==> config.mk <==
export PLATFORM = sky130hd
export DESIGN_NAME = coded_word_ram
export DESIGN_NICKNAME = d
export VERILOG_FILES = /design/src/rtl/residual_pkg.sv /design/src/rtl/coded_word_ram.sv
export VERILOG_INCLUDE_DIRS = /design/src /design/src/rtl
export SDC_FILE = /design/constraint.sdc
export NUM_CORES = 2
export LEC_CHECK = 0
export BUFFER_PORTS_ARGS = -buffer_cell sky130_fd_sc_hd__buf_2
export CORE_MARGIN = 1.5
export CORE_UTILIZATION = 41
export DETAILED_ROUTE_END_ITERATION = 8
export SYNTH_ARGS = -nofsm -noshare
export SYNTH_HDL_FRONTEND = slang
export SYNTH_SLANG_ARGS = --single-unit
==> constraint.sdc <==
create_clock -name iClock -period 2.86 [get_ports iClock]
set_input_delay 0.143 -clock iClock [delete_from_list [all_inputs] [get_ports iClock]]
set_output_delay 0.143 -clock iClock [all_outputs]
set_load 0.01 [all_outputs]
==> src/rtl/residual_consts.svh <==
`ifndef RESIDUAL_CONSTS_SVH
`define RESIDUAL_CONSTS_SVH

// ~~~~~~~~~~~~~~~~~~~~~~~~~~~~~~~~~~~~~~~~~~~~~~~~~~
// Datapath and memory sizes
`define RES_DATA_W        16
`define RES_RAM_DEPTH     256
`define RES_RAM_AW        8
`define RES_RICE_PARAM_W  4

// ~~~~~~~~~~~~~~~~~~~~~~~~~~~~~~~~~~~~~~~~~~~~~~~~~~
// APB address map
`define RES_APB_AW        12
`define RES_REG_CFG       12'h000
`define RES_REG_START     12'h004
`define RES_REG_CTRL      12'h008
`define RES_REG_STATUS    12'h00C
`define RES_REG_COUNT     12'h010
`define RES_RAM_BASE      12'h400
`define RES_RAM_MASK      12'hC00   // Window spans 0x400 to 0x7FF

`endif
==> src/rtl/residual_pkg.sv <==
`default_nettype none

`include "residual_consts.svh"

package residual_pkg;

    typedef struct packed {
        logic                   sel;
        logic                   enable;
        logic                   write;
        logic [`RES_APB_AW-1:0] addr;
        logic [31:0]            wdata;
    } apbReqS;

    typedef struct packed {
        logic [31:0] rdata;
        logic        ready;
        logic        slverr;
    } apbRspS;

    // Field layout of the CFG register, blockSize in the top half
    typedef struct packed {
        logic [15:0] blockSize;
        logic [3:0]  predictorOrder;
        logic [3:0]  partitionOrder;
        logic [4:0]  startBit;
        logic [2:0]  spare;
    } residualCfgS;

    typedef union packed {
        logic [31:0] raw;
        residualCfgS fields;
    } residualCfgU;

    typedef struct packed {
        logic                         valid;
        logic [`RES_DATA_W-1:0]       quotient;
        logic [`RES_DATA_W-2:0]       lsbs;
        logic [`RES_RICE_PARAM_W-1:0] riceParam;
    } riceSymbolS;

    typedef struct packed {
        logic                          valid;
        logic signed [`RES_DATA_W-1:0] value;
        logic                          last;
    } residualOutS;

    typedef struct packed {
        logic                   en;
        logic [`RES_RAM_AW-1:0] addr;
        logic [`RES_DATA_W-1:0] data;
    } ramWriteS;

endpackage

`default_nettype wire

==> src/rtl/coded_word_ram.sv <==
`timescale 1ns/10ps
`default_nettype none

`include "residual_consts.svh"

module coded_word_ram (
    input  wire logic                   iClock,
    input  wire residual_pkg::ramWriteS ramWrite,
    input  wire logic [`RES_RAM_AW-1:0] readAddr,
    output logic [`RES_DATA_W-1:0]      readData
);

    logic [`RES_DATA_W-1:0] mem [0:`RES_RAM_DEPTH-1];

    // ~~~~~~~~~~~~~~~~~~~~~~~~~~~~~~~~~~~~~~~~~~~~~~~~~~
    // Host writes through the APB window
    always_ff @(posedge iClock) begin
        if (ramWrite.en)
            mem[ramWrite.addr] <= ramWrite.data;
    end

    // Registered read, data one cycle after the address
    always_ff @(posedge iClock) begin
        readData <= mem[readAddr];
    end

endmodule

`default_nettype wire

==> results.sh <==
export IMPL_place_inst=13069
export IMPL_worstPathRequired_ps=3670
export IMPL_crit_top_cell="mux4_2"
export IMPL_start_util_pct=41.2
export IMPL_synth_commonest_cells="4096 x edfxtp_1, 797 x mux4_2, 565 x mux2i_1, 304 x nor2_1, 252 x o221ai_1"
export IMPL_synth_ff_type="edfxtp_1"
export IMPL_crit_family="multiplexers"
export IMPL_synth_cells=7360
export IMPL_fp_row_count=228
export IMPL_drtPass1Iterations=5
export IMPL_ys_types=52
export IMPL_cts_made_buffers=409
export IMPL_vias=80528
export IMPL_timing_fmax_mhz=365
export IMPL_dr_first_iter_drc_count=9744
export IMPL_clock_latency_ps=970
export IMPL_antenna_found_initial=28
export IMPL_cts_buffer_depth=4
export IMPL_synth_area_sq_um=159000
export IMPL_grt_overflow_total=0
export IMPL_cp_arrival_ps=3540
export IMPL_final_util_pct=48.2
export IMPL_synthArstFlopShare_pct=0
export IMPL_rsz0062_at_grt="false"
export IMPL_critical_path_n_buffers_inverters=1
export IMPL_cts_setup_buffers=0
export IMPL_ir_drop_v=0.000492
export IMPL_endpoint_kind="register"
export IMPL_pin_count=50
export IMPL_first_global_vias=80641
export IMPL_worstMarginPinSlew_ps=1270
export IMPL_power_leakage_nw=59.7
export IMPL_critPathKind="reg -> reg"
export IMPL_cts_tree="done"
export IMPL_ant_nets=0
export IMPL_synth_seq_cells=4112
export IMPL_min_period_ps=2740
export IMPL_status="finished clean"
export IMPL_finalNetCount=8362
export IMPL_fin_skew_ps=56.0
export IMPL_timing_final_hold_violations=0
export IMPL_critPathSlowestCell="mux4_2"
export IMPL_synth_top_cell_by_area="edfxtp_1"
export IMPL_routed_wl_microns=429000
export IMPL_fin_cells=13851
export IMPL_setup_viol=0
export IMPL_cap_violations=0
export IMPL_setup_ws_ps=124
export IMPL_yosys_top_cells_area="edfxtp_1 77%, mux4_2 11%, mux2i_1 3.6%, o221ai_1 1.4%, nor2_1 0.72%"
export IMPL_coreArea_sq_um=385000
export IMPL_die_w_microns=625
export IMPL_via_per_inst=5.81
export IMPL_ys_seq_area_share_pct=77.7
export IMPL_period_share_pct=95.7
export IMPL_port_buffers=49
export IMPL_worstHoldPathType="in -> reg"
export IMPL_cp_max_fo=1
export IMPL_synth_edf_count=4096
export IMPL_area_growth_pct=17.1
export IMPL_grt_util_all_layers_pct=21.7
export IMPL_yosysMostFrequentCell="edfxtp_1"
export IMPL_dieArea_sq_um=391000
export IMPL_powerDensity_nw_per_um2=687
export IMPL_final_max_slew_violation_count=0
export IMPL_final_layout_size_suffix_gt1_share_pct=29.7
export IMPL_critPathLaunchType="register"
export IMPL_clk_pin_slew_ps=60
export IMPL_yosysTopAreaCellShare_pct=77.5
export IMPL_grt_max_degree=116
export IMPL_grt_pass1_wl_microns=607000
export IMPL_dieHeight_microns=625
export IMPL_htree_levels=5
export IMPL_drcViolationCount=0
export IMPL_cts_root_buf="clkbuf_16"
export IMPL_path_cells="mux4_2, mux4_2, a22o_1, o32ai_1, buf_4, nor4_1"
export IMPL_relSlewSlack_pct=14.7
export IMPL_syn_nets=7394
export IMPL_wl_per_cell_microns=31.0
export IMPL_cpPeakStageDelay_ps=590
export IMPL_gp_congestion=0.915
export IMPL_syn_avg_cell_area_sq_um=21.6
export IMPL_cts_sink_count=4112
export IMPL_pre_cts_slack_ps=-723
export IMPL_yosysWarnings=0
export IMPL_dp_hpwl_microns=270000
-- cells by family after synthesis --
kind of cell	synth area share, %
compound gates	3.54
buf+inv	1.69
flops	77.7
mux	15.5
simple gates	1.57
-- cells in the final DEF (no fill, tap or decap), types with 43 or more instances in the layout --
master and n:
nor2_2 90, clkbuf_16 410, mux2_2 88, buf_12 138, mux4_2 797, clkbuf_1 70
nor2_1 213, a21oi_1 175, bufinv_16 48, buf_4 801, clkinv_1 96, mux2i_1 565
clkinv_2 62, o22ai_1 148, o221ai_1 252, nor3_1 89, edfxtp_1 4096, a22oi_1 43
-- metal layers --
metal  track usage (%)  up-vias  wire [microns]
li1                  -    33273               -
met1              30.0    43146          173000
met2              35.0     3453          205000
met3              3.81      646           35300
met4              7.31       10           15400
met5                 0        -              59
-- through the flow --
step,instance area (sq um),total power [W],TNS (ps),hold WS (ps)
after floorplan,159000,0.0710,0,242
after global placement,172000,0.0747,-5530,491
after detailed placement,172000,0.0749,-5520,492
after CTS,186000,0.128,0,7.02
after global routing,186000,0.131,0,70.1
final,186000,0.128,0,70.8
-- flip-flops by register name (all words and copies together), names as in the netlist --
name	cells
readData	16
mem	4096
-- worst paths after layout --
kind                 from            to  slack, ps  cells past startpoint
min          ramWrite[17]  mem[175][13]         70                      5
max reg2reg   mem[53][11]  readData[11]        120                      6
min reg2reg   mem[104][5]   readData[5]       1070                      6
max           mem[53][11]  readData[11]        120                      6
-- worst reg2reg max path, stage by stage (launching register included) --
cell and delay, ps:
edfxtp_1 370, mux4_2 490, mux4_2 590, a22o_1 370, o32ai_1 480, buf_4 220
nor4_1 50
-- layout make-up --
type / instances / area [sq um]
timing repair buffer: 1009 / 9430
clock inverter: 264 / 2910
clock buffer: 483 / 10600
tap: 5175 / 6470
inverter: 4 / 27.5
multi-input combinational: 2792 / 33100
fill: 31112 / 200000
sequential: 4112 / 123000
antenna: 12 / 30.0
-- power breakdown --
part | total, W | internal, W | leakage, nW | switching, W
clock network | 0.0540 | 0.0309 | 6.51 | 0.0231
registers | 0.0666 | 0.0664 | 36.9 | 0.000152
logic | 0.00703 | 0.00266 | 16.3 | 0.00436
-- what timing repair did --
| action | CTS | global route |
|---|---|---|
| endpoints found under the hold margin | 3089 | 0 |
| hold buffers | 23 | 0 |
| gates resized for setup | 2 | 1 |
| pin swaps | 0 | 0 |
| setup endpoints to repair | 2 | 1 |
Power figures use the tool's default switching activity.
