[src/rtl/residual_consts.svh]
`ifndef RESIDUAL_CONSTS_SVH
`define RESIDUAL_CONSTS_SVH

// ~~~~~~~~~~~~~~~~~~~~~~~~~~~~~~~~~~~~~~~~~~~~~~~~~~
// Datapath and memory sizes
`define RES_DATA_W        16
`define RES_RAM_DEPTH     256
`define RES_RAM_AW        8
`define RES_RICE_PARAM_W  4

// ~~~~~~~~~~~~~~~~~~~~~~~~~~~~~~~~~~~~~~~~~~~~~~~~~~
// APB address map
`define RES_APB_AW        12
`define RES_REG_CFG       12'h000
`define RES_REG_START     12'h004
`define RES_REG_CTRL      12'h008
`define RES_REG_STATUS    12'h00C
`define RES_REG_COUNT     12'h010
`define RES_RAM_BASE      12'h400
`define RES_RAM_MASK      12'hC00   // Window spans 0x400 to 0x7FF

`endif
[src/rtl/residual_pkg.sv]
`default_nettype none

`include "residual_consts.svh"

package residual_pkg;

    typedef struct packed {
        logic                   sel;
        logic                   enable;
        logic                   write;
        logic [`RES_APB_AW-1:0] addr;
        logic [31:0]            wdata;
    } apbReqS;

    typedef struct packed {
        logic [31:0] rdata;
        logic        ready;
        logic        slverr;
    } apbRspS;

    // Field layout of the CFG register, blockSize in the top half
    typedef struct packed {
        logic [15:0] blockSize;
        logic [3:0]  predictorOrder;
        logic [3:0]  partitionOrder;
        logic [4:0]  startBit;
        logic [2:0]  spare;
    } residualCfgS;

    typedef union packed {
        logic [31:0] raw;
        residualCfgS fields;
    } residualCfgU;

    typedef struct packed {
        logic                         valid;
        logic [`RES_DATA_W-1:0]       quotient;
        logic [`RES_DATA_W-2:0]       lsbs;
        logic [`RES_RICE_PARAM_W-1:0] riceParam;
    } riceSymbolS;

    typedef struct packed {
        logic                          valid;
        logic signed [`RES_DATA_W-1:0] value;
        logic                          last;
    } residualOutS;

    typedef struct packed {
        logic                   en;
        logic [`RES_RAM_AW-1:0] addr;
        logic [`RES_DATA_W-1:0] data;
    } ramWriteS;

endpackage

`default_nettype wire

[src/rtl/rice_decoder.sv]
`timescale 1ns/10ps
`default_nettype none

`include "residual_consts.svh"

module rice_decoder (
    input  wire logic                     iClock,
    input  wire logic                     rstN,
    input  wire logic                     start,
    input  wire residual_pkg::riceSymbolS symbol,
    input  wire logic                     streamDone,
    output residual_pkg::residualOutS     residual,
    output logic [`RES_DATA_W-1:0]        residualCount
);

    logic [`RES_DATA_W-1:0] folded;
    logic [`RES_DATA_W-1:0] half;

    assign folded = (symbol.quotient << symbol.riceParam) | {1'b0, symbol.lsbs};
    assign half   = folded >> 1;

    // ~~~~~~~~~~~~~~~~~~~~~~~~~~~~~~~~~~~~~~~~~~~~~~~~~~
    // Zigzag unfold, odd folded values are the negatives
    always_ff @(posedge iClock) begin
        residual.value <= folded[0] ? $signed(~half) : $signed(half);
    end

    always_ff @(posedge iClock) begin
        if (!rstN) begin
            residual.valid <= 1'b0;
            residual.last  <= 1'b0;
            residualCount  <= '0;
        end else begin
            residual.valid <= symbol.valid;
            residual.last  <= symbol.valid & streamDone;   // Final symbol meets streamDone
            if (start)
                residualCount <= '0;
            else if (symbol.valid)
                residualCount <= residualCount + 1'b1;
        end
    end

endmodule

`default_nettype wire

[config.mk]
export PLATFORM = sky130hd
export DESIGN_NAME = rice_decoder
export DESIGN_NICKNAME = d
export VERILOG_FILES = /design/src/rtl/residual_pkg.sv /design/src/rtl/rice_decoder.sv
export VERILOG_INCLUDE_DIRS = /design/src /design/src/rtl
export SDC_FILE = /design/constraint.sdc
export NUM_CORES = 1
export LEC_CHECK = 0
export ABC_AREA = 1
export BUFFER_PORTS_ARGS = -buffer_cell sky130_fd_sc_hd__clkbuf_2
export CAP_MARGIN = 20
export CORE_MARGIN = 3
export CORE_UTILIZATION = 50
export DETAILED_ROUTE_END_ITERATION = 12
export GPL_ROUTABILITY_DRIVEN = 1
export PLACE_DENSITY = 0.8
export SLEW_MARGIN = 25
export SYNTH_ARGS = -nofsm -noshare
export SYNTH_HDL_FRONTEND = slang
export SYNTH_SLANG_ARGS = --single-unit
[constraint.sdc]
create_clock -name iClock -period 1.8 [get_ports iClock]
set_input_delay 0.36 -clock iClock [delete_from_list [all_inputs] [get_ports iClock]]
set_output_delay 0.36 -clock iClock [all_outputs]
set_load 0.05 [all_outputs]
==> summary.txt <==
syn_nets = 380
HPWL after DPL = 4370 um
EDFF count, synth = 0
clock slew at reported path FFs = 0.07 ns
minimum clock period = 1.60 ns
Final GP Congestion = 0.912
post-synthesis sequential area ratio = 32.3%
slew margin rel. = 79.0%
Max Freq = 627 MHz
cell taking the most area after synthesis = dfxtp_1
hold_buf cts = 0
fin. max-slew vios = 0
Post-Syn Area per Cell = 6.22 um2
Setup crit start kind = flop
P_leak = 1.40 nW
vias = 2369
min-delay worst type = in -> reg
Sequential Power Share = 42.0%
Die ar. = 5030 um2
Max Cap Viol = 0
Hold Vio Cnt, Final = 0
status = finished, final reports clean
final clock skew = 0.00321 ns
Int Power = 1.27 mW
WP data arrival = 1.77 ns
clk sinks = 34
Area Growth Syn to Fin = 24.1%
critical path peak fanout = 5
H-tree depth = 2
RSZ-0062 raised after global routing = false
Longest Clk Path Bufs = 2
setup_tns = 0 ns
kind of critical path = reg -> reg
Worst Path Required = 1.97 ns
worst skew pair latency = 0.27 ns
Num CTS Buffers = 5
Post-Synth Simple-Gate Area = 44.6%
crit share post-route = 88.6%
Synth Cell Area = 2110 um2
Post-Route WL = 5540 um
worst vdd ir = 0.000485 V
die width = 71.0 um
Total GRT Usage = 22.5%
Unique masters post-synth = 29
Ports = 74
layout cell share with drive strength beyond 1 = 24.8%
Synth Area in XOR/XNOR = 2.49%
Synth Area in Compound Gates = 8.24%
die height = 71.0 um
dominant synthesized flop cell = dfxtp_1
Vias/cell = 5.11
nets@finish = 456
router iterations before antenna repair = 4
mux contribution to synthesized area = 0%
Core ar. = 3850 um2
Critical Path End Type = flop
Psw = 0.667 mW
setup repair bufs after CTS = 0
cells after synthesis = 339
pwr/cell area = 738 nW/um2
routed len/inst = 11.9 um
Comb pwr share = 28.2%
detailed-route DRC error count = 0
antenna fix cells = 0
final setup fails = 0
Post-CTS Resized = 0
Buffers on Ports = 73
CP top delay family = simple AND/OR/NAND/NOR gates
CTS root buf = clkbuf_8
synth warn = 0
crit-path cells = ha_1 -> nand2_1 -> nor3_2 -> nand2_1 -> nor2_1 -> nand2_1 -> o21ai_0 -> nor2_1
Clock power frac = 29.8%
Worst Hold Depth = 3
measured slew at the worst slew-check pin = 0.314 ns
FP Rows = 22
largest net degree at the start of global routing = 19
switching portion of total power = 34.5%
starting density of the core = 54.7%
first-pass GRT wire length = 9360 um
Synth top area share = 32.3%
DRT iter0 DRCs = 138
CP bufs+invs = 0
R2R depth = 8
CTS tree = done
main combinational cell family by area after synthesis = simple AND/OR/NAND/NOR gates
Crit path top cell by count = nand2_1
slowest stage delay, CP = 0.41 ns
top post-synthesis cells by area = dfxtp_1, nand2_1, nand3_1
antenna violations before repair = 0
Post-DRT Antenna Nets = 0
CP max stage cell = dfxtp_1
Total Power = 1.93 mW
fraction of registers with async set/reset = 0%
Synth Area in Adders = 0.593%
total gr overflow = 0
number of global-route vias before repair = 2118
cell depth of the worst setup path = 8
#FFs+latches synth = 34
-- final timing paths --
check	startpoint	end	slack [ns]
max	residualCount[0]	residualCount[14]	0.20
min	streamDone	residual[0]	0.27
max reg2reg	residualCount[0]	residualCount[14]	0.20
min reg2reg	residualCount[10]	residualCount[10]	0.49
-- tightest hold or removal path, delay by kind of cell --
| kind | cells | cell delay [ns] |
|---|---|---|
| simple gates | 1 | 0.03 |
| buf+inv | 2 | 0.12 |
-- metrics by stage --
stage / cells / hold slack [ns] / cell area (um2) / util, % / setup WS [ns]
floorplan: 339 / 0.472 / 2110 / - / 0.0473
finish: 464 / 0.272 / 2620 / 68.0 / 0.204
CTS: 464 / 0.269 / 2620 / 68.0 / 0.237
global placement: 456 / 0.469 / 2520 / 65.5 / 0.313
detailed placement: 456 / 0.480 / 2520 / 65.5 / 0.263
global route: 464 / 0.287 / 2620 / 68.0 / 0.0298
-- cells in the final DEF, fill, tap and decap left out --
master / count
nand2_1: 105
nand3_1: 77
clkbuf_2: 73
inv_1: 36
dfxtp_1: 34
nor2_1: 16
o21ai_0: 14
a21oi_1: 13
buf_4: 11
clkbuf_8: 6
xor2_1: 5
nand4_1: 4
o21bai_1: 3
nor3_1: 3
inv_2: 2
nor2_2: 2
clkinv_4: 1
nand2_4: 1
nor2_4: 1
nand2_2: 1
o21ai_4: 1
clkinv_1: 1
nand3_2: 1
nor3_2: 1
xnor2_1: 1
ha_1: 1
clkinvlp_4: 1
clkinv_2: 1
-- area by class of cell --
class | count | area [um2]
fill | 389 | 1230
tap | 48 | 60.1
timing repair buffer | 84 | 448
clock buffer | 6 | 82.6
multi-input combinational | 250 | 1180
sequential | 34 | 681
inverter | 40 | 155
clock inverter | 2 | 12.5
-- sequential cells by signal, indices dropped and copies added, names as in the netlist --
signal	count
residual	18
residualCount	16
-- cell usage after synthesis (3+ instances only) --
library cell,number
nand2_1,105
nand3_1,77
inv_1,36
dfxtp_1,34
nor2_1,16
o21ai_0,14
a21oi_1,13
buf_2,8
xor2_1,5
nand4_1,4
buf_6,3
nor3_1,3
o21bai_1,3
-- routing by layer --
layer	routed length (um)	GRT usage [%]	vias to the layer above
met4	66	5.64	0
met1	2600	30.4	1038
met2	2500	36.9	81
li1	-	-	1244
met3	377	4.26	6
met5	0	0	-
-- cell families after synthesis --
group | count (synthesis)
AOI/OAI and AO/OA | 31
xor gates and xnor gates | 6
adders and majority gates | 1
buffers and inverters | 55
DFF | 34
and+or+nand+nor | 212
-- power groups by stage --
| stage | Combinational, mW | Clock (mW) | Sequential (mW) |
|---|---|---|---|
| final | 0.545 | 0.575 | 0.812 |
| after detailed placement | 0.541 | 0 | 0.829 |
| after CTS | 0.544 | 0.585 | 0.812 |
| after floorplan | 0.237 | 0 | 0.989 |
| after global routing | 0.595 | 0.625 | 0.815 |
| after global placement | 0.535 | 0 | 0.829 |
Power figures use the tool's default switching activity.
