`src/rtl/residual_consts.svh`:
```
`ifndef RESIDUAL_CONSTS_SVH
`define RESIDUAL_CONSTS_SVH

// ~~~~~~~~~~~~~~~~~~~~~~~~~~~~~~~~~~~~~~~~~~~~~~~~~~
// Datapath and memory sizes
`define RES_DATA_W        16
`define RES_RAM_DEPTH     256
`define RES_RAM_AW        8
`define RES_RICE_PARAM_W  4

// ~~~~~~~~~~~~~~~~~~~~~~~~~~~~~~~~~~~~~~~~~~~~~~~~~~
// APB address map
`define RES_APB_AW        12
`define RES_REG_CFG       12'h000
`define RES_REG_START     12'h004
`define RES_REG_CTRL      12'h008
`define RES_REG_STATUS    12'h00C
`define RES_REG_COUNT     12'h010
`define RES_RAM_BASE      12'h400
`define RES_RAM_MASK      12'hC00   // Window spans 0x400 to 0x7FF

`endif
```
`src/rtl/bitstream_fetcher.sv`:
```
`timescale 1ns/10ps
`default_nettype none

`include "residual_consts.svh"

module bitstream_fetcher (
    input  wire logic                   iClock,
    input  wire logic                   rstN,
    input  wire logic                   start,
    input  wire logic [`RES_RAM_AW-1:0] startAddr,
    input  wire logic [4:0]             startBit,
    output logic [`RES_RAM_AW-1:0]      readAddr,
    input  wire logic [`RES_DATA_W-1:0] readData,
    input  wire logic                   stop,
    output logic                        streamBit,
    output logic                        bitValid
);

    logic [`RES_DATA_W-1:0] shiftBuf;
    logic [`RES_DATA_W-1:0] nextWord;
    logic [`RES_DATA_W-1:0] availWord;
    logic [`RES_RAM_AW-1:0] addrReg;
    logic [4:0]             bitCnt;     // Bits left in shiftBuf
    logic [3:0]             alignQ;
    logic                   nextValid;
    logic                   rdPending;
    logic                   firstLoad;
    logic                   running;
    logic                   avail;
    logic                   takeWord;
    logic                   issue;

    assign readAddr  = start ? startAddr : addrReg;
    assign streamBit = shiftBuf[`RES_DATA_W-1];
    assign avail     = nextValid | rdPending;
    assign availWord = nextValid ? nextWord : readData;   // Bypass straight from the RAM
    assign takeWord  = firstLoad | (bitValid & (bitCnt == 5'd1));
    // Keep one word in hand or on its way at all times
    assign issue     = running & ~stop & ~(avail & ~takeWord);

    // ~~~~~~~~~~~~~~~~~~~~~~~~~~~~~~~~~~~~~~~~~~~~~~~~~~
    // Control
    always_ff @(posedge iClock) begin
        if (!rstN) begin
            running   <= 1'b0;
            bitValid  <= 1'b0;
            firstLoad <= 1'b0;
            rdPending <= 1'b0;
            nextValid <= 1'b0;
        end else if (start) begin
            running   <= 1'b1;
            bitValid  <= 1'b0;
            firstLoad <= 1'b1;
            rdPending <= 1'b1;
            nextValid <= 1'b0;
        end else if (stop) begin
            running   <= 1'b0;
            bitValid  <= 1'b0;
            firstLoad <= 1'b0;
            rdPending <= 1'b0;
            nextValid <= 1'b0;
        end else begin
            firstLoad <= 1'b0;
            if (firstLoad)
                bitValid <= 1'b1;
            rdPending <= issue;
            nextValid <= avail & ~takeWord;
        end
    end

    // ~~~~~~~~~~~~~~~~~~~~~~~~~~~~~~~~~~~~~~~~~~~~~~~~~~
    // Shift buffer and prefetch
    always_ff @(posedge iClock) begin
        if (start) begin
            addrReg <= startAddr + 1'b1;
            alignQ  <= startBit[3:0];
        end else if (issue) begin
            addrReg <= addrReg + 1'b1;
        end
        if (rdPending && !takeWord)
            nextWord <= readData;
        if (takeWord) begin
            if (firstLoad) begin
                shiftBuf <= availWord << (4'd15 - alignQ);   // Bit startBit lands on top
                bitCnt   <= {1'b0, alignQ} + 5'd1;
            end else begin
                shiftBuf <= availWord;
                bitCnt   <= 5'd16;
            end
        end else if (bitValid) begin
            shiftBuf <= shiftBuf << 1;
            bitCnt   <= bitCnt - 5'd1;
        end
    end

    // The start bit has to fall inside the first word
    startAligned: assert property (@(posedge iClock) disable iff (!rstN)
        start |-> (startBit <= 5'd15));

endmodule

`default_nettype wire

```
`config.mk`:
```
export PLATFORM = sky130hd
export DESIGN_NAME = bitstream_fetcher
export DESIGN_NICKNAME = d
export VERILOG_FILES = /design/src/rtl/bitstream_fetcher.sv
export VERILOG_INCLUDE_DIRS = /design/src /design/src/rtl
export SDC_FILE = /design/constraint.sdc
export NUM_CORES = 1
export LEC_CHECK = 0
export BUFFER_PORTS_ARGS = -buffer_cell sky130_fd_sc_hd__buf_4
export CAP_MARGIN = 20
export CORE_MARGIN = 10
export CORE_UTILIZATION = 50
export DETAILED_ROUTE_END_ITERATION = 8
export PLACE_DENSITY = 0.75
export SYNTH_ARGS = -nofsm -noshare
export SYNTH_HDL_FRONTEND = slang
export SYNTH_SLANG_ARGS = --single-unit
```
`constraint.sdc`:
```
create_clock -name iClock -period 2.6 [get_ports iClock]
set_clock_uncertainty 0.15 [all_clocks]
set_input_delay 0.39 -clock iClock [delete_from_list [all_inputs] [get_ports iClock]]
set_output_delay 0.39 -clock iClock [all_outputs]
set_load 0.005 [all_outputs]
```
==> flow_metrics.env <==
export IMPL_grt_pass1_wl_mm=13.1
export IMPL_start_util_pct=52.3
export IMPL_seq_area_frac_synth_pct=43.8
export IMPL_syn_avg_cell_area_um2=12.9
export IMPL_port_buffers=41
export IMPL_ant_nets=0
export IMPL_synth_top_flop_cell="edfxtp_1"
export IMPL_grt_usage_pct=14.3
export IMPL_drc_errors=0
export IMPL_cts_root_buf="clkbuf_8"
export IMPL_first_iter_violations=217
export IMPL_timing_hold_ws_ns=0.0898
export IMPL_critPathKind="flip-flop to flip-flop"
export IMPL_syn_cell_area_um2=3590
export IMPL_critPathMaxFanout=25
export IMPL_gp_congestion=0.845
export IMPL_clock_latency_ns=0.32
export IMPL_final_cell_mix="buf_4 (54), edfxtp_1 (49), mux2i_1 (43)"
export IMPL_cts_clk_slew_worst_paths_ns=0.10
export IMPL_start_kind="flip-flop"
export IMPL_leakagePower_nw=1.49
export IMPL_synthArstFlopShare_pct=0
export IMPL_final_common_cell="buf_4"
export IMPL_die_w_um=105
export IMPL_avgViaCountPerCell=5.95
export IMPL_h_tree_depth=2
export IMPL_clock_sinks=54
export IMPL_power_total_w=0.00211
export IMPL_pin_count=43
export IMPL_gr_total_overflow=0
export IMPL_worstPathArrival_ns=2.30
export IMPL_fp_coreArea_um2=6870
export IMPL_tightest_slew_ns=0.920
export IMPL_routed_wl_mm=7.77
export IMPL_grt_setup_unrepaired="false"
export IMPL_hold_violations=0
export IMPL_die_area_um2=11000
export IMPL_num_rows=30
export IMPL_critPathBufInv=1
export IMPL_cts_resized=0
export IMPL_grt_max_degree=28
export IMPL_yosysWarnings=0
export IMPL_diodes=0
export IMPL_tns_ns=0
export IMPL_drive_above_1_share_pct=30.6
export IMPL_max_freq_mhz=422
export IMPL_dieHeight_um=105
export IMPL_vias=2477
export IMPL_slew_viol_final=0
export IMPL_antenna_found_initial=0
export IMPL_hold_buffers=0
export IMPL_synth_seq_cells=54
export IMPL_netlist_cell_type_count=51
export IMPL_synth_edf_count=49
export IMPL_max_vdd_ir_drop_v=0.000399
export IMPL_synthToLayoutAreaGrowth_pct=12.8
export IMPL_power_density_nw_per_um2=521
export IMPL_fin_crit_sh_pct=91.1
export IMPL_place_hpwl_mm=5.82
export IMPL_path_cells="buf_12, mux2_4, mux4_2, nor2_1, a211oi_1, o32a_1"
export IMPL_first_pass_iters=5
export IMPL_outcome="finished, final reports clean"
export IMPL_slowest_delay_ns=0.50
export IMPL_cts_buffers=5
export IMPL_cts_setup_buffers=0
export IMPL_cts_tree="built"
export IMPL_cp_top_family="multiplexers"
export IMPL_grt_pass1_vias=2579
export IMPL_wl_per_cell_um=18.7
export IMPL_critPathCaptureType="flip-flop"
export IMPL_slowest_stage="mux4_2"
export IMPL_syn_num_nets=315
export IMPL_finish_net_count=356
export IMPL_cap_violations=0
export IMPL_slew_headroom_pct=38.7
export IMPL_hp_class="input port to flip-flop"
export IMPL_setup_violations=0
export IMPL_post_route_min_period_ns=2.37
export IMPL_required_ns=2.53
export IMPL_clock_path_buffers=2
export IMPL_postSynthCellCount=278
==> worst register-to-register path: cells and delay by family (launching register included) <==
family | cells | cell delay (ns)
buf+inv | 1 | 0.19
flops | 1 | 0.43
mux | 2 | 0.81
simple gates | 1 | 0.11
compound gates | 2 | 0.44
==> kinds of logic after synthesis <==
logic type	Yosys count	share of synthesized area (%)
compound gates	53	10.9
xor+xnor	11	2.68
fa+ha+maj	4	1.39
buf+inv	30	6.66
flops	54	43.8
mux	75	27.7
simple gates	51	6.90
==> flip-flops by register name (all words and copies together), names as in the netlist <==
register	cells
bitCnt	5
nextValid	1
addrReg	8
firstLoad	1
nextWord	16
bitValid	1
alignQ	4
shiftBuf	16
rdPending	1
running	1
==> synthesized netlist by cell type (all sizes together), types with 3 or more instances <==
master	instances	area, um^2
a211oi	4	30.0
a21oi	6	30.0
and2	3	18.8
buf	9	90.1
clkbuf	12	115
dfxtp	5	100
edfxtp	49	1470
ha	4	50.1
inv	9	33.8
mux2	16	191
mux2i	43	430
mux4	16	372
nand2	10	37.5
nand3	6	30.0
nor2	13	51.3
nor2b	3	18.8
nor3	10	50.1
o21a	5	37.5
o21ai	10	53.8
o221ai	5	43.8
o22ai	5	31.3
o32a	5	50.1
xnor2	7	61.3
xor2	4	35.0
==> layout make-up <==
class | instances | area, um^2
Fill cell | 548 | 2820
Multi-Input combinational cell | 194 | 1780
Sequential cell | 54 | 1570
Timing Repair Buffer | 55 | 425
Tap cell | 96 | 120
Clock buffer | 5 | 68.8
Clock inverter | 3 | 47.5
Inverter | 9 | 33.8
==> power by group <==
group / total, W / switching [W] / internal [W]
Sequential: 0.00107 / 0.0000466 / 0.00102
Combinational: 0.000449 / 0.000219 / 0.000230
Clock: 0.000589 / 0.000296 / 0.000292
==> metrics by stage <==
| stage | setup slack [ns] | cells | area [um^2] | utilization, % |
|---|---|---|---|---|
| 3_5_place_dp | 0.246 | 408 | 3930 | 57.2 |
| 2_1_floorplan | 0.404 | 278 | 3590 | - |
| 5_1_grt | 0.116 | 416 | 4050 | 58.9 |
| 4_1_cts | 0.226 | 416 | 4050 | 58.9 |
| 6_report | 0.231 | 416 | 4050 | 58.9 |
| 3_3_place_gp | 0.262 | 408 | 3930 | 57.2 |
==> final timing paths <==
| path | slack, ns | startpoint | endpoint | cells after the start |
|---|---|---|---|---|
| setup / recovery | 0.23 | alignQ[0] | shiftBuf[13] | 6 |
| hold / removal | 0.09 | startBit[1] | alignQ[1] | 1 |
| setup reg to reg | 0.23 | alignQ[0] | shiftBuf[13] | 6 |
| hold reg to reg | 0.40 | shiftBuf[13] | shiftBuf[14] | 2 |
==> layer usage <==
metal	global-route usage [%]	wire length (um)
met5	0	0
met4	5.10	106
met3	3.69	488
met2	22.7	3700
met1	18.5	3480
Note: power is estimated with default switching activity, not from simulation.
