$ cat config.mk
export PLATFORM = sky130hd
export DESIGN_NAME = residual_apb_regs
export DESIGN_NICKNAME = d
export VERILOG_FILES = /design/src/rtl/residual_pkg.sv /design/src/rtl/residual_apb_regs.sv
export VERILOG_INCLUDE_DIRS = /design/src /design/src/rtl
export SDC_FILE = /design/constraint.sdc
export NUM_CORES = 1
export LEC_CHECK = 0
export ABC_AREA = 1
export BUFFER_PORTS_ARGS = -buffer_cell sky130_fd_sc_hd__buf_4
export CAP_MARGIN = 20
export CORE_MARGIN = 4
export CORE_UTILIZATION = 40
export CTS_CLUSTER_SIZE = 40
export DETAILED_ROUTE_END_ITERATION = 8
export GPL_TIMING_DRIVEN = 0
export PLACE_DENSITY = 0.77
export SETUP_SLACK_MARGIN = 0.15
export SYNTH_ARGS = -nofsm -noshare
export SYNTH_HDL_FRONTEND = slang
export SYNTH_SLANG_ARGS = --single-unit
$ cat constraint.sdc
create_clock -name iClock -period 1.87 [get_ports iClock]
set_clock_uncertainty 0.05 [all_clocks]
set_input_delay 0.374 -clock iClock [delete_from_list [all_inputs] [get_ports iClock]]
set_output_delay 0.374 -clock iClock [all_outputs]
set_load 0.02 [all_outputs]
$ cat src/rtl/residual_consts.svh
`ifndef RESIDUAL_CONSTS_SVH
`define RESIDUAL_CONSTS_SVH

// ~~~~~~~~~~~~~~~~~~~~~~~~~~~~~~~~~~~~~~~~~~~~~~~~~~
// Datapath and memory sizes
`define RES_DATA_W        16
`define RES_RAM_DEPTH     256
`define RES_RAM_AW        8
`define RES_RICE_PARAM_W  4

// ~~~~~~~~~~~~~~~~~~~~~~~~~~~~~~~~~~~~~~~~~~~~~~~~~~
// APB address map
`define RES_APB_AW        12
`define RES_REG_CFG       12'h000
`define RES_REG_START     12'h004
`define RES_REG_CTRL      12'h008
`define RES_REG_STATUS    12'h00C
`define RES_REG_COUNT     12'h010
`define RES_RAM_BASE      12'h400
`define RES_RAM_MASK      12'hC00   // Window spans 0x400 to 0x7FF

`endif
$ cat src/rtl/residual_pkg.sv
`default_nettype none

`include "residual_consts.svh"

package residual_pkg;

    typedef struct packed {
        logic                   sel;
        logic                   enable;
        logic                   write;
        logic [`RES_APB_AW-1:0] addr;
        logic [31:0]            wdata;
    } apbReqS;

    typedef struct packed {
        logic [31:0] rdata;
        logic        ready;
        logic        slverr;
    } apbRspS;

    // Field layout of the CFG register, blockSize in the top half
    typedef struct packed {
        logic [15:0] blockSize;
        logic [3:0]  predictorOrder;
        logic [3:0]  partitionOrder;
        logic [4:0]  startBit;
        logic [2:0]  spare;
    } residualCfgS;

    typedef union packed {
        logic [31:0] raw;
        residualCfgS fields;
    } residualCfgU;

    typedef struct packed {
        logic                         valid;
        logic [`RES_DATA_W-1:0]       quotient;
        logic [`RES_DATA_W-2:0]       lsbs;
        logic [`RES_RICE_PARAM_W-1:0] riceParam;
    } riceSymbolS;

    typedef struct packed {
        logic                          valid;
        logic signed [`RES_DATA_W-1:0] value;
        logic                          last;
    } residualOutS;

    typedef struct packed {
        logic                   en;
        logic [`RES_RAM_AW-1:0] addr;
        logic [`RES_DATA_W-1:0] data;
    } ramWriteS;

endpackage

`default_nettype wire

$ cat src/rtl/residual_apb_regs.sv
`timescale 1ns/10ps
`default_nettype none

`include "residual_consts.svh"

module residual_apb_regs (
    input  wire logic                    iClock,
    input  wire logic                    rstN,
    input  wire residual_pkg::apbReqS    apbReq,
    output residual_pkg::apbRspS         apbRsp,
    output residual_pkg::ramWriteS       ramWrite,
    output residual_pkg::residualCfgS    cfg,
    output logic [`RES_RAM_AW-1:0]       startAddr,
    output logic                         start,
    input  wire logic                    lastSeen,
    input  wire logic [`RES_DATA_W-1:0]  residualCount
);

    residual_pkg::residualCfgU cfgWord;
    logic busy;
    logic done;
    logic access;
    logic wrAccess;
    logic hitCfg, hitStart, hitCtrl, hitStatus, hitCount, hitRam;
    logic mapped;

    assign access   = apbReq.sel & apbReq.enable;
    assign wrAccess = access & apbReq.write & mapped;

    assign hitCfg    = apbReq.addr == `RES_REG_CFG;
    assign hitStart  = apbReq.addr == `RES_REG_START;
    assign hitCtrl   = apbReq.addr == `RES_REG_CTRL;
    assign hitStatus = apbReq.addr == `RES_REG_STATUS;
    assign hitCount  = apbReq.addr == `RES_REG_COUNT;
    assign hitRam    = (apbReq.addr & `RES_RAM_MASK) == `RES_RAM_BASE;
    assign mapped    = hitCfg | hitStart | hitCtrl | hitStatus | hitCount | hitRam;

    assign cfg = cfgWord.fields;

    // ~~~~~~~~~~~~~~~~~~~~~~~~~~~~~~~~~~~~~~~~~~~~~~~~~~
    // Zero wait state response
    always_comb begin
        apbRsp.ready  = 1'b1;
        apbRsp.slverr = access & ~mapped;
        apbRsp.rdata  = '0;
        if (hitCfg)
            apbRsp.rdata = cfgWord.raw;
        else if (hitStart)
            apbRsp.rdata = {{(32 - `RES_RAM_AW){1'b0}}, startAddr};
        else if (hitStatus)
            apbRsp.rdata = {30'b0, done, busy};
        else if (hitCount)
            apbRsp.rdata = {{(32 - `RES_DATA_W){1'b0}}, residualCount};
    end

    assign ramWrite.en   = wrAccess & hitRam;
    assign ramWrite.addr = apbReq.addr[9:2];   // Word index inside the window
    assign ramWrite.data = apbReq.wdata[`RES_DATA_W-1:0];

    always_ff @(posedge iClock) begin
        if (!rstN) begin
            cfgWord.raw <= '0;
            startAddr   <= '0;
            start       <= 1'b0;
            busy        <= 1'b0;
            done        <= 1'b0;
        end else begin
            if (wrAccess && hitCfg)
                cfgWord.raw <= apbReq.wdata;
            if (wrAccess && hitStart)
                startAddr <= apbReq.wdata[`RES_RAM_AW-1:0];
            start <= wrAccess & hitCtrl & apbReq.wdata[0] & ~busy & ~start;   // Dropped while busy
            if (start) begin
                busy <= 1'b1;
                done <= 1'b0;
            end else if (lastSeen) begin
                busy <= 1'b0;
                done <= 1'b1;
            end
        end
    end

    // A run is only launched from idle, and busy follows on the next cycle
    startFromIdle: assert property (@(posedge iClock) disable iff (!rstN)
        start |-> !busy ##1 busy);

endmodule

`default_nettype wire

==> flow_metrics.env <==
export IMPL_power_uw=1980
export IMPL_cts_root_buffer="clkbuf_8"
export IMPL_worst_setup_path_type="input port to primary output"
export IMPL_hold_viol_final=0
export IMPL_register_area_um2=861
export IMPL_r2r_cells=5
export IMPL_fin_crit_ns=2.04
export IMPL_antenna_found_initial=0
export IMPL_synth_avg_cell_area_um2=5.91
export IMPL_clock_latency_ns=0.30
export IMPL_synth_cells=484
export IMPL_vias=3553
export IMPL_reg2reg_slack_ns=0.93
export IMPL_synth_flop_cell="dfxtp_1"
export IMPL_grt_ovfl_total=0
export IMPL_ant_nets=0
export IMPL_yosysTopAreaCell="dfxtp_1"
export IMPL_dr_pass1_iters=4
export IMPL_cp_end_kind="primary output"
export IMPL_area_delta_synth_final_pct=74.0
export IMPL_gp_congestion=0.874
export IMPL_synth_area_um2=2860
export IMPL_cts_tree="done"
export IMPL_multiInputGateArea_um2=1570
export IMPL_grt_setup_unrepaired="yes"
export IMPL_die_y_um=92.6
export IMPL_finalSetupTns_ns=-3.83
export IMPL_status="finished with violations"
export IMPL_nFillCells=579
export IMPL_whs_endpoint="done$_SDFFE_PP0P_"
export IMPL_setup_slack_ns=-0.166
export IMPL_reg2reg_from="start$_SDFF_PN0_"
export IMPL_max_freq_mhz=491
export IMPL_initial_core_util_pct=41.7
export IMPL_layoutNonFillerInstCount=767
export IMPL_cts_hold_buf=0
export IMPL_die_area_um2=8570
export IMPL_numCtsBuffers=5
export IMPL_drv_slew=0
export IMPL_maxCapViolCount=0
export IMPL_reg2reg_to="start$_SDFF_PN0_"
export IMPL_min_delay_start="lastSeen"
export IMPL_holdCritPathClass="input port to flip-flop"
export IMPL_drc=0
export IMPL_required_ns=1.45
export IMPL_fin_crit_sh_pct=109
export IMPL_seq_area_frac_synth_pct=30.1
export IMPL_routedWlPerCell_um=13.9
export IMPL_synth_seq_cells=43
export IMPL_detail_route_iter0_violations=129
export IMPL_crit_path_start_kind="input port"
export IMPL_die_w_um=92.6
export IMPL_cts_htree_levels=2
export IMPL_dp_hpwl_um=7900
export IMPL_rows=30
export IMPL_crit_slowest_cell="or3_4"
export IMPL_ioPinCount=166
export IMPL_whs_path_depth=3
export IMPL_via_per_inst=4.63
export IMPL_path_cells="buf_6 > nor2_4 > nand3_4 > buf_4 > or3_4 > o221ai_4 > buf_6"
export IMPL_violations="setup timing"
export IMPL_grt_usage_pct=24.1
export IMPL_slowest_delay_ns=0.46
export IMPL_clk_pin_slew_ns=0.08
export IMPL_antenna_cells=0
export IMPL_grt_max_degree=13
export IMPL_routed_wl_um=10700
export IMPL_netlist_area_leader_share_pct=30.1
export IMPL_crit_fanout=4
export IMPL_cts_sinks=43
export IMPL_dp_cells=743
export IMPL_port_buffers=163
export IMPL_post_route_cells_drive_above_1_share_pct=43.4
export IMPL_synth_cell_types=26
export IMPL_core_area_um2=6870
export IMPL_power_density_nw_per_um2=397
export IMPL_clk_path_buf_depth=2
export IMPL_yosys_top_cells_area="dfxtp_1 30%, inv_1 17%, nand2_1 13%"
export IMPL_first_global_vias=3438
export IMPL_synth_edf_count=0
export IMPL_crit_arrival_ns=1.61
export IMPL_cpMostUsedCell="buf_6"
export IMPL_synth_async_reset_ratio_pct=0
export IMPL_ir_drop_uv=242
export IMPL_postLayoutCoreUtil_pct=72.5
export IMPL_ys_warn_count=0
export IMPL_num_nets_final=736
export IMPL_grt_pass1_wl_um=16600
export IMPL_syn_nets=550
export IMPL_power_leakage_uw=0.00258
export IMPL_setup_viol=34
critical path: cells and delay by family:
| family | cells | cell delay [ns] |
|---|---|---|
| and+or+nand+nor | 3 | 0.68 |
| AOI/OAI and AO/OA | 1 | 0.16 |
| buffers and inverters | 3 | 0.40 |
cell usage in the layout, fill, tap and decap left out, types with 3 or more instances in the layout:
cell type	instances
clkbuf_8	9
buf_2	5
nand3_1	10
nand3_4	4
buf_4	181
o221ai_4	3
o211ai_1	4
nor2_1	47
nor2_4	26
clkbuf_1	8
o21ai_4	4
dfxtp_1	43
nand4_1	40
inv_1	119
o21ai_2	8
inv_2	11
nand2_1	101
buf_6	23
per-stage QoR:
step	worst slack, ns	hold WS, ns	cell area [um^2]
after floorplan	-0.0276	0.402	3180
after global placement	-0.453	0.422	4530
after detailed placement	-0.485	0.438	4530
after CTS	-0.154	0.269	4910
after global routing	-0.252	0.295	4980
final	-0.166	0.260	4980
flip-flops by register name, indices dropped and copies added (netlist names):
register,count
busy,1
start,1
cfg,32
startAddr,8
done,1
power breakdown:
| group | switching (uW) | internal, uW | total (uW) |
|---|---|---|---|
| Clock | 322 | 337 | 659 |
| Combinational | 199 | 201 | 401 |
| Sequential | 0.826 | 916 | 917 |
cell usage after synthesis (2+ instances only):
cell type	instances
nor2_2	3
o21ai_1	2
nand3_1	12
nor2_1	71
o211ai_1	4
nand3_2	2
o21ai_0	12
buf_6	3
buf_2	9
o221ai_1	4
inv_2	5
nand2_1	102
inv_1	126
buf_4	25
clkbuf_1	10
a21oi_1	2
dfxtp_1	43
nand4_1	40
nor3_1	2
cell type report:
cell class | count | area share [%]
clock buffers | 8 | 2.01
plain buffers | 48 | 7.51
multi-input cells | 261 | 31.6
repair buffers | 178 | 29.0
inverters | 132 | 10.1
repair inverters | 1 | 0.0754
flip-flops and latches | 43 | 17.3
well taps | 96 | 2.41
logic make-up after synthesis:
| kind of cell | share of synthesized area (%) |
|---|---|
| compound gates | 5.07 |
| buf+inv | 28.1 |
| flops | 30.1 |
| other cells | 0.131 |
| simple gates | 36.7 |
worst max-delay path by stage:
stage | cells past startpoint | end | slack (ns) | start
2_1_floorplan | 8 | apbRsp[4] | -0.03 | apbReq[39]
3_3_place_gp | 11 | apbRsp[7] | -0.45 | apbReq[39]
3_5_place_dp | 11 | apbRsp[5] | -0.49 | apbReq[39]
4_1_cts | 10 | apbRsp[6] | -0.15 | apbReq[40]
5_1_grt | 12 | apbRsp[5] | -0.25 | apbReq[39]
6_report | 7 | apbRsp[8] | -0.17 | apbReq[40]
per-layer routing:
| layer | global-route usage [%] | vias to the layer above | share of wire [%] |
|---|---|---|---|
| li1 | - | 1788 | - |
| met3 | 5.61 | 23 | 8.5 |
| met1 | 28.1 | 1572 | 39 |
| met4 | 8.79 | 0 | 2.7 |
| met5 | 0 | - | 0 |
| met2 | 42.9 | 170 | 50 |
what timing repair did:
item | 4_1_cts | 5_1_grt
pin swaps | 14 | 3
gates cloned | 3 | 0
resized for setup | 42 | 12
buffers inserted | 10 | 3
endpoints found under the setup margin | 34 | 63
Power figures use the tool's default switching activity.
