File: src/rtl/residual_consts.svh
`ifndef RESIDUAL_CONSTS_SVH
`define RESIDUAL_CONSTS_SVH

// ~~~~~~~~~~~~~~~~~~~~~~~~~~~~~~~~~~~~~~~~~~~~~~~~~~
// Datapath and memory sizes
`define RES_DATA_W        16
`define RES_RAM_DEPTH     256
`define RES_RAM_AW        8
`define RES_RICE_PARAM_W  4

// ~~~~~~~~~~~~~~~~~~~~~~~~~~~~~~~~~~~~~~~~~~~~~~~~~~
// APB address map
`define RES_APB_AW        12
`define RES_REG_CFG       12'h000
`define RES_REG_START     12'h004
`define RES_REG_CTRL      12'h008
`define RES_REG_STATUS    12'h00C
`define RES_REG_COUNT     12'h010
`define RES_RAM_BASE      12'h400
`define RES_RAM_MASK      12'hC00   // Window spans 0x400 to 0x7FF

`endif
File: src/rtl/residual_pkg.sv
`default_nettype none

`include "residual_consts.svh"

package residual_pkg;

    typedef struct packed {
        logic                   sel;
        logic                   enable;
        logic                   write;
        logic [`RES_APB_AW-1:0] addr;
        logic [31:0]            wdata;
    } apbReqS;

    typedef struct packed {
        logic [31:0] rdata;
        logic        ready;
        logic        slverr;
    } apbRspS;

    // Field layout of the CFG register, blockSize in the top half
    typedef struct packed {
        logic [15:0] blockSize;
        logic [3:0]  predictorOrder;
        logic [3:0]  partitionOrder;
        logic [4:0]  startBit;
        logic [2:0]  spare;
    } residualCfgS;

    typedef union packed {
        logic [31:0] raw;
        residualCfgS fields;
    } residualCfgU;

    typedef struct packed {
        logic                         valid;
        logic [`RES_DATA_W-1:0]       quotient;
        logic [`RES_DATA_W-2:0]       lsbs;
        logic [`RES_RICE_PARAM_W-1:0] riceParam;
    } riceSymbolS;

    typedef struct packed {
        logic                          valid;
        logic signed [`RES_DATA_W-1:0] value;
        logic                          last;
    } residualOutS;

    typedef struct packed {
        logic                   en;
        logic [`RES_RAM_AW-1:0] addr;
        logic [`RES_DATA_W-1:0] data;
    } ramWriteS;

endpackage

`default_nettype wire

File: src/rtl/rice_stream_reader.sv
`timescale 1ns/10ps
`default_nettype none

`include "residual_consts.svh"

module rice_stream_reader (
    input  wire logic                      iClock,
    input  wire logic                      rstN,
    input  wire logic                      start,
    input  wire residual_pkg::residualCfgS cfg,
    input  wire logic                      streamBit,
    input  wire logic                      bitValid,
    output residual_pkg::riceSymbolS       symbol,
    output logic                           streamDone
);

    typedef enum logic [2:0] {
        IDLE,
        PARAM,
        UNARY,
        LOWBITS,
        DONE
    } readerStateE;

    readerStateE state;

    logic [`RES_RICE_PARAM_W-1:0] riceK;
    logic [`RES_RICE_PARAM_W-1:0] paramNext;
    logic [3:0]                   bitLeft;
    logic [15:0]                  partIdx;
    logic [15:0]                  sampLeft;
    logic [15:0]                  partSize;
    logic [15:0]                  partCount;
    logic [15:0]                  lastPartIdx;
    logic [`RES_DATA_W-1:0]       quotQ;
    logic [`RES_DATA_W-2:0]       lsbsQ;
    logic                         lastPart;
    logic                         emitNow;

    assign partSize    = cfg.blockSize >> cfg.partitionOrder;
    // Partition 0 loses the warm-up samples of the predictor
    assign partCount   = (partIdx == 16'd0) ? partSize - {12'd0, cfg.predictorOrder} : partSize;
    assign lastPartIdx = (16'd1 << cfg.partitionOrder) - 16'd1;
    assign lastPart    = partIdx == lastPartIdx;
    assign paramNext   = {riceK[`RES_RICE_PARAM_W-2:0], streamBit};
    assign streamDone  = state == DONE;

    assign emitNow = bitValid &&
                     ((state == UNARY && streamBit && riceK == '0) ||
                      (state == LOWBITS && bitLeft == 4'd0));

    // ~~~~~~~~~~~~~~~~~~~~~~~~~~~~~~~~~~~~~~~~~~~~~~~~~~
    // Parser FSM
    always_ff @(posedge iClock) begin
        if (!rstN) begin
            state <= IDLE;
        end else if (start) begin
            state   <= PARAM;
            bitLeft <= 4'd3;
            partIdx <= 16'd0;
        end else begin
            case (state)
                PARAM: if (bitValid) begin
                    riceK <= paramNext;   // Shifted in MSB first
                    if (bitLeft == 4'd0) begin
                        sampLeft <= partCount;
                        quotQ    <= '0;
                        state    <= UNARY;
                    end else begin
                        bitLeft <= bitLeft - 4'd1;
                    end
                end
                UNARY: if (bitValid) begin
                    if (!streamBit) begin
                        quotQ <= quotQ + 1'b1;
                    end else if (riceK != '0) begin
                        bitLeft <= riceK - 4'd1;
                        lsbsQ   <= '0;
                        state   <= LOWBITS;
                    end
                end
                LOWBITS: if (bitValid) begin
                    lsbsQ   <= {lsbsQ[`RES_DATA_W-3:0], streamBit};
                    bitLeft <= bitLeft - 4'd1;
                end
                DONE:    state <= IDLE;
                default: state <= IDLE;
            endcase

            // End of a sample overrides the per-state moves above
            if (emitNow) begin
                sampLeft <= sampLeft - 16'd1;
                if (sampLeft == 16'd1) begin
                    if (lastPart) begin
                        state <= DONE;
                    end else begin
                        partIdx <= partIdx + 16'd1;
                        bitLeft <= 4'd3;
                        state   <= PARAM;
                    end
                end else begin
                    quotQ <= '0;
                    state <= UNARY;
                end
            end
        end
    end

    // ~~~~~~~~~~~~~~~~~~~~~~~~~~~~~~~~~~~~~~~~~~~~~~~~~~
    // Symbol out, one cycle after its last bit
    always_ff @(posedge iClock) begin
        if (!rstN)
            symbol.valid <= 1'b0;
        else
            symbol.valid <= emitNow & ~start;
        symbol.quotient  <= quotQ;
        symbol.riceParam <= riceK;
        symbol.lsbs      <= (state == LOWBITS) ? {lsbsQ[`RES_DATA_W-3:0], streamBit} : '0;
    end

    // A symbol never trails the end of the stream
    symbolWhileActive: assert property (@(posedge iClock) disable iff (!rstN)
        symbol.valid |-> state != IDLE);

endmodule

`default_nettype wire

File: config.mk
export PLATFORM = sky130hd
export DESIGN_NAME = rice_stream_reader
export DESIGN_NICKNAME = d
export VERILOG_FILES = /design/src/rtl/residual_pkg.sv /design/src/rtl/rice_stream_reader.sv
export VERILOG_INCLUDE_DIRS = /design/src /design/src/rtl
export SDC_FILE = /design/constraint.sdc
export NUM_CORES = 1
export LEC_CHECK = 0
export ABC_AREA = 0
export BUFFER_PORTS_ARGS = -buffer_cell sky130_fd_sc_hd__buf_2
export CAP_MARGIN = 20
export CORE_MARGIN = 3
export CORE_UTILIZATION = 35
export DETAILED_ROUTE_END_ITERATION = 8
export GPL_TIMING_DRIVEN = 0
export HOLD_SLACK_MARGIN = 0.1
export PLACE_DENSITY_LB_ADDON = 0.15
export RECOVER_POWER = 25
export SLEW_MARGIN = 20
export SYNTH_ARGS = -nofsm -noshare
export SYNTH_HDL_FRONTEND = slang
export SYNTH_SLANG_ARGS = --single-unit
File: constraint.sdc
create_clock -name iClock -period 3.65 [get_ports iClock]
set_input_delay 0.1825 -clock iClock [delete_from_list [all_inputs] [get_ports iClock]]
set_output_delay 0.1825 -clock iClock [all_outputs]
set_load 0.1 [all_outputs]
==> out/metrics.yaml <==
outcome: "completed"
max_freq_mhz: 286.1
drt-pass1-iter-count: 5
routedWlPerCell_um: 16.40
post-dp-hpwl_mm: 12.21
antenna_found_initial: 0
netSwitchingFraction_pct: 27.66
final_period_minus_worst_setup_slack_ns: 3.495
synthTopCellsByCount: "sky130_fd_sc_hd__nor2_1, sky130_fd_sc_hd__edfxtp_1, sky130_fd_sc_hd__nand2_1"
n_antenna_cell: 0
placed_cells_incl_taps: 994
final_cell_count_no_fill: 1014
grt_overflow_total: 0
critPathMaxFanout: 10
syn_area_per_cell_sq_um: 9.439
slew-limit-headroom_pct: 22.42
clock_sink_count: 109
design.die.area_sq_um: 20530
share_comb_of_total_power_pct: 14.7
power.density_cell_area_nw_per_um2: 370.2
switching_power_uw: 780.0
finalCritPeriodShare_pct: 95.75
setup_tns_ns: 0
max-vdd-ir-drop_v: 0.0002111
postRouteWirelength_mm: 16.63
number_of_global_route_vias_before_repair: 5320
drc_errors: 0
static-leakage-power_nw: 2.849
worst_skew_ns: 0.009282
power_frac_seq_pct: 48.3
synth_top_area_share_pct: 31.86
grt_pass1_wl_mm: 26.99
start_kind: "input port"
cts_inserted_buffers: 9
grt_setup_unrepaired: "false"
cts_tree: "done"
clock_power_share_pct: 37.0
initial_core_util_pct: 36.23
yosysWarningCount: 0
clk_pin_slew_ns: 0.07
drive_above_1_share_pct: 15.80
number_of_violations_reported_at_the_end_of_detailed_routing_iteration_0: 429
antenna_violating_nets_post_route: 0
hold_class: "input port to flop"
root_buffer: "sky130_fd_sc_hd__clkbuf_16"
worstSkewPairLatency_ns: 0.36
mappedNetlistArea_sq_um: 6598
synth_edf_count: 70
floorplan.core_area_sq_um: 18210
grt_total_usage_pct: 16.31
input_output_buffers: 64
worst_slew_pin_slew_ns: 1.169
viasPerCell: 5.527
pins_over_their_slew_limit: 0
netlist_instances: 699
hold_violations: 0
asyncSetResetFlopFracSynth_pct: 0
design.final.nets: 831
gp_routability_congestion: 0.9062
horiz_die_dim_um: 143.3
yosys_register_bits: 109
required_ns: 3.76
synth.yosys.seq_area_share_pct: 43.69
gr-usage-met3_pct: 2.429
timing.critical_path.to_type: "flop"
h_tree_level_count: 3
ys_top_cells_by_area: "sky130_fd_sc_hd__edfxtp_1, sky130_fd_sc_hd__dfxtp_1, sky130_fd_sc_hd__nor2_1"
grt_start_max_net_pins: 21
maximum_buffer_depth_of_the_clock_tree: 2
setup_viol_count_final: 0
grt_util_met1_pct: 22.77
global_route.usage.met2_pct: 25.67
floorplan.io_pins: 74
timing.critical_path.arrival_ns: 3.60
worstSetupPathType: "input port to flop"
max_cap_violations: 0
top_usage_layer: "met2"
areaGrowthSynthToFinish_pct: 15.46
vias: 5604
synthesis.nets: 750
netlist-cell-type-count: 80
power.internal_mw: 2.040
post-synth-top-area-cell: "sky130_fd_sc_hd__edfxtp_1"
postSynth.topFlopCell: "sky130_fd_sc_hd__edfxtp_1"
std_cell_rows: 49
dieHeight_um: 143.3
layout.core_utilization_pct: 41.83
most_common_cell_in_the_synthesized_netlist: "sky130_fd_sc_hd__nor2_1"
state kept, by name, summed over array words and instances (netlist names):
| signal | count |
|---|---|
| symbol | 36 |
| lsbsQ | 14 |
| state | 3 |
| sampLeft | 16 |
| bitLeft | 4 |
| quotQ | 16 |
| riceK | 4 |
| partIdx | 16 |
power by group through the flow:
stage	Clock, mW	Combinational (mW)	Sequential, mW
floorplan	0	0.256	1.43
global placement	0	0.399	1.39
detailed placement	0	0.406	1.39
CTS	1.07	0.410	1.36
global route	1.13	0.453	1.37
finish	1.04	0.415	1.36
logic make-up after synthesis:
logic type,Yosys count,share of synthesized area [%]
fa+ha+maj,14,2.769
buf+inv,66,4.077
compound gates,149,15.23
simple gates,297,23.82
xor+xnor,36,4.779
mux,28,5.632
flops,109,43.69
worst max-delay path, stage by stage:
cell and delay, ns:
sky130_fd_sc_hd__buf_2 0.13, sky130_fd_sc_hd__buf_2 0.21, sky130_fd_sc_hd__buf_2 0.25, sky130_fd_sc_hd__buf_2 0.29, sky130_fd_sc_hd__mux4_2 0.53, sky130_fd_sc_hd__mux2i_1 0.24
sky130_fd_sc_hd__ha_1 0.30, sky130_fd_sc_hd__nor2b_1 0.15, sky130_fd_sc_hd__o21ai_0 0.24, sky130_fd_sc_hd__nand4b_1 0.25, sky130_fd_sc_hd__nor4_4 0.35, sky130_fd_sc_hd__a21boi_1 0.12
sky130_fd_sc_hd__o32a_1 0.35
final timing paths:
kind / startpoint / to / slack, ns / cells past startpoint
worst max-delay path: cfg[10] / sampLeft[14] / 0.16 / 13
worst min-delay path: start / state[1] / 0.17 / 3
worst max register to register: bitLeft[0] / sampLeft[4] / 0.34 / 9
worst min register to register: quotQ[15] / symbol[34] / 0.41 / 0
what timing repair did:
action | CTS | global route
setup buffers | 2 | 4
gates cloned | 0 | 0
hold buffers | 0 | 0
resized for setup | 5 | 8
setup endpoints to repair | 39 | 45
pin swaps | 2 | 2
layer usage:
metal	routed length, um	share of wire [%]	up-vias
met5	0	0	-
met4	383	2.3	0
met3	776	4.7	37
met2	7534	45	176
met1	7936	48	2655
li1	-	-	2736
area by class of cell:
class / count / area (sq um)
Clock buffer: 9 / 225.2
Inverter: 25 / 97.59
Sequential cell: 109 / 2883
Tap cell: 229 / 286.5
Buffer: 39 / 175.2
Fill cell: 1799 / 10590
Multi-Input combinational cell: 524 / 3478
Clock inverter: 7 / 92.59
Timing Repair Buffer: 72 / 379.1
stage by stage:
| step | hold WS (ns) | total power, mW | cell area [sq um] | setup WS [ns] |
|---|---|---|---|---|
| after floorplan | 0.2814 | 1.690 | 6600 | 0.1408 |
| after global placement | 0.3970 | 1.788 | 7207 | -0.5715 |
| after detailed placement | 0.3909 | 1.796 | 7226 | -0.6204 |
| after CTS | 0.1118 | 2.845 | 7574 | 0.02561 |
| after global routing | 0.2010 | 2.945 | 7617 | 0.002703 |
| final | 0.1735 | 2.820 | 7617 | 0.1551 |
placed cells by master (no fill, tap or decap), types with 4 or more instances in the layout:
cell type                   Yosys  layout
sky130_fd_sc_hd__o2111ai_1      4       4
sky130_fd_sc_hd__ha_1          13      13
sky130_fd_sc_hd__a21o_1         4       4
sky130_fd_sc_hd__nor2b_1       16      15
sky130_fd_sc_hd__o22ai_1       11      11
sky130_fd_sc_hd__a22oi_1        4       4
sky130_fd_sc_hd__inv_1         24      24
sky130_fd_sc_hd__a311oi_1       5       5
sky130_fd_sc_hd__o32ai_1        4       4
sky130_fd_sc_hd__edfxtp_1      70      70
sky130_fd_sc_hd__a31oi_1       11      11
sky130_fd_sc_hd__xor2_1        18      18
sky130_fd_sc_hd__and3_1        13      13
sky130_fd_sc_hd__or3_1          8       8
sky130_fd_sc_hd__nor4_1         9       8
sky130_fd_sc_hd__nand2b_1       8       8
sky130_fd_sc_hd__nor2_1        73      72
sky130_fd_sc_hd__o21ai_0       28      28
sky130_fd_sc_hd__a41oi_1        4       4
sky130_fd_sc_hd__a21oi_1       35      35
sky130_fd_sc_hd__a211o_1        5       5
sky130_fd_sc_hd__dfxtp_1       39      39
sky130_fd_sc_hd__nor3b_1        7       6
sky130_fd_sc_hd__nor3_1        23      23
sky130_fd_sc_hd__mux2_2         4       4
sky130_fd_sc_hd__nand3_1       29      29
sky130_fd_sc_hd__a211oi_1       6       6
sky130_fd_sc_hd__buf_4          0       6
sky130_fd_sc_hd__clkbuf_16      0       9
sky130_fd_sc_hd__and4_1         4       4
sky130_fd_sc_hd__buf_2         11      67
sky130_fd_sc_hd__xnor2_1       18      18
sky130_fd_sc_hd__mux2i_1       15      15
sky130_fd_sc_hd__clkbuf_1      25      30
sky130_fd_sc_hd__nand2_1       56      56
sky130_fd_sc_hd__and2_1        22      22
No activity file was read; power rests on OpenSTA's default activity.
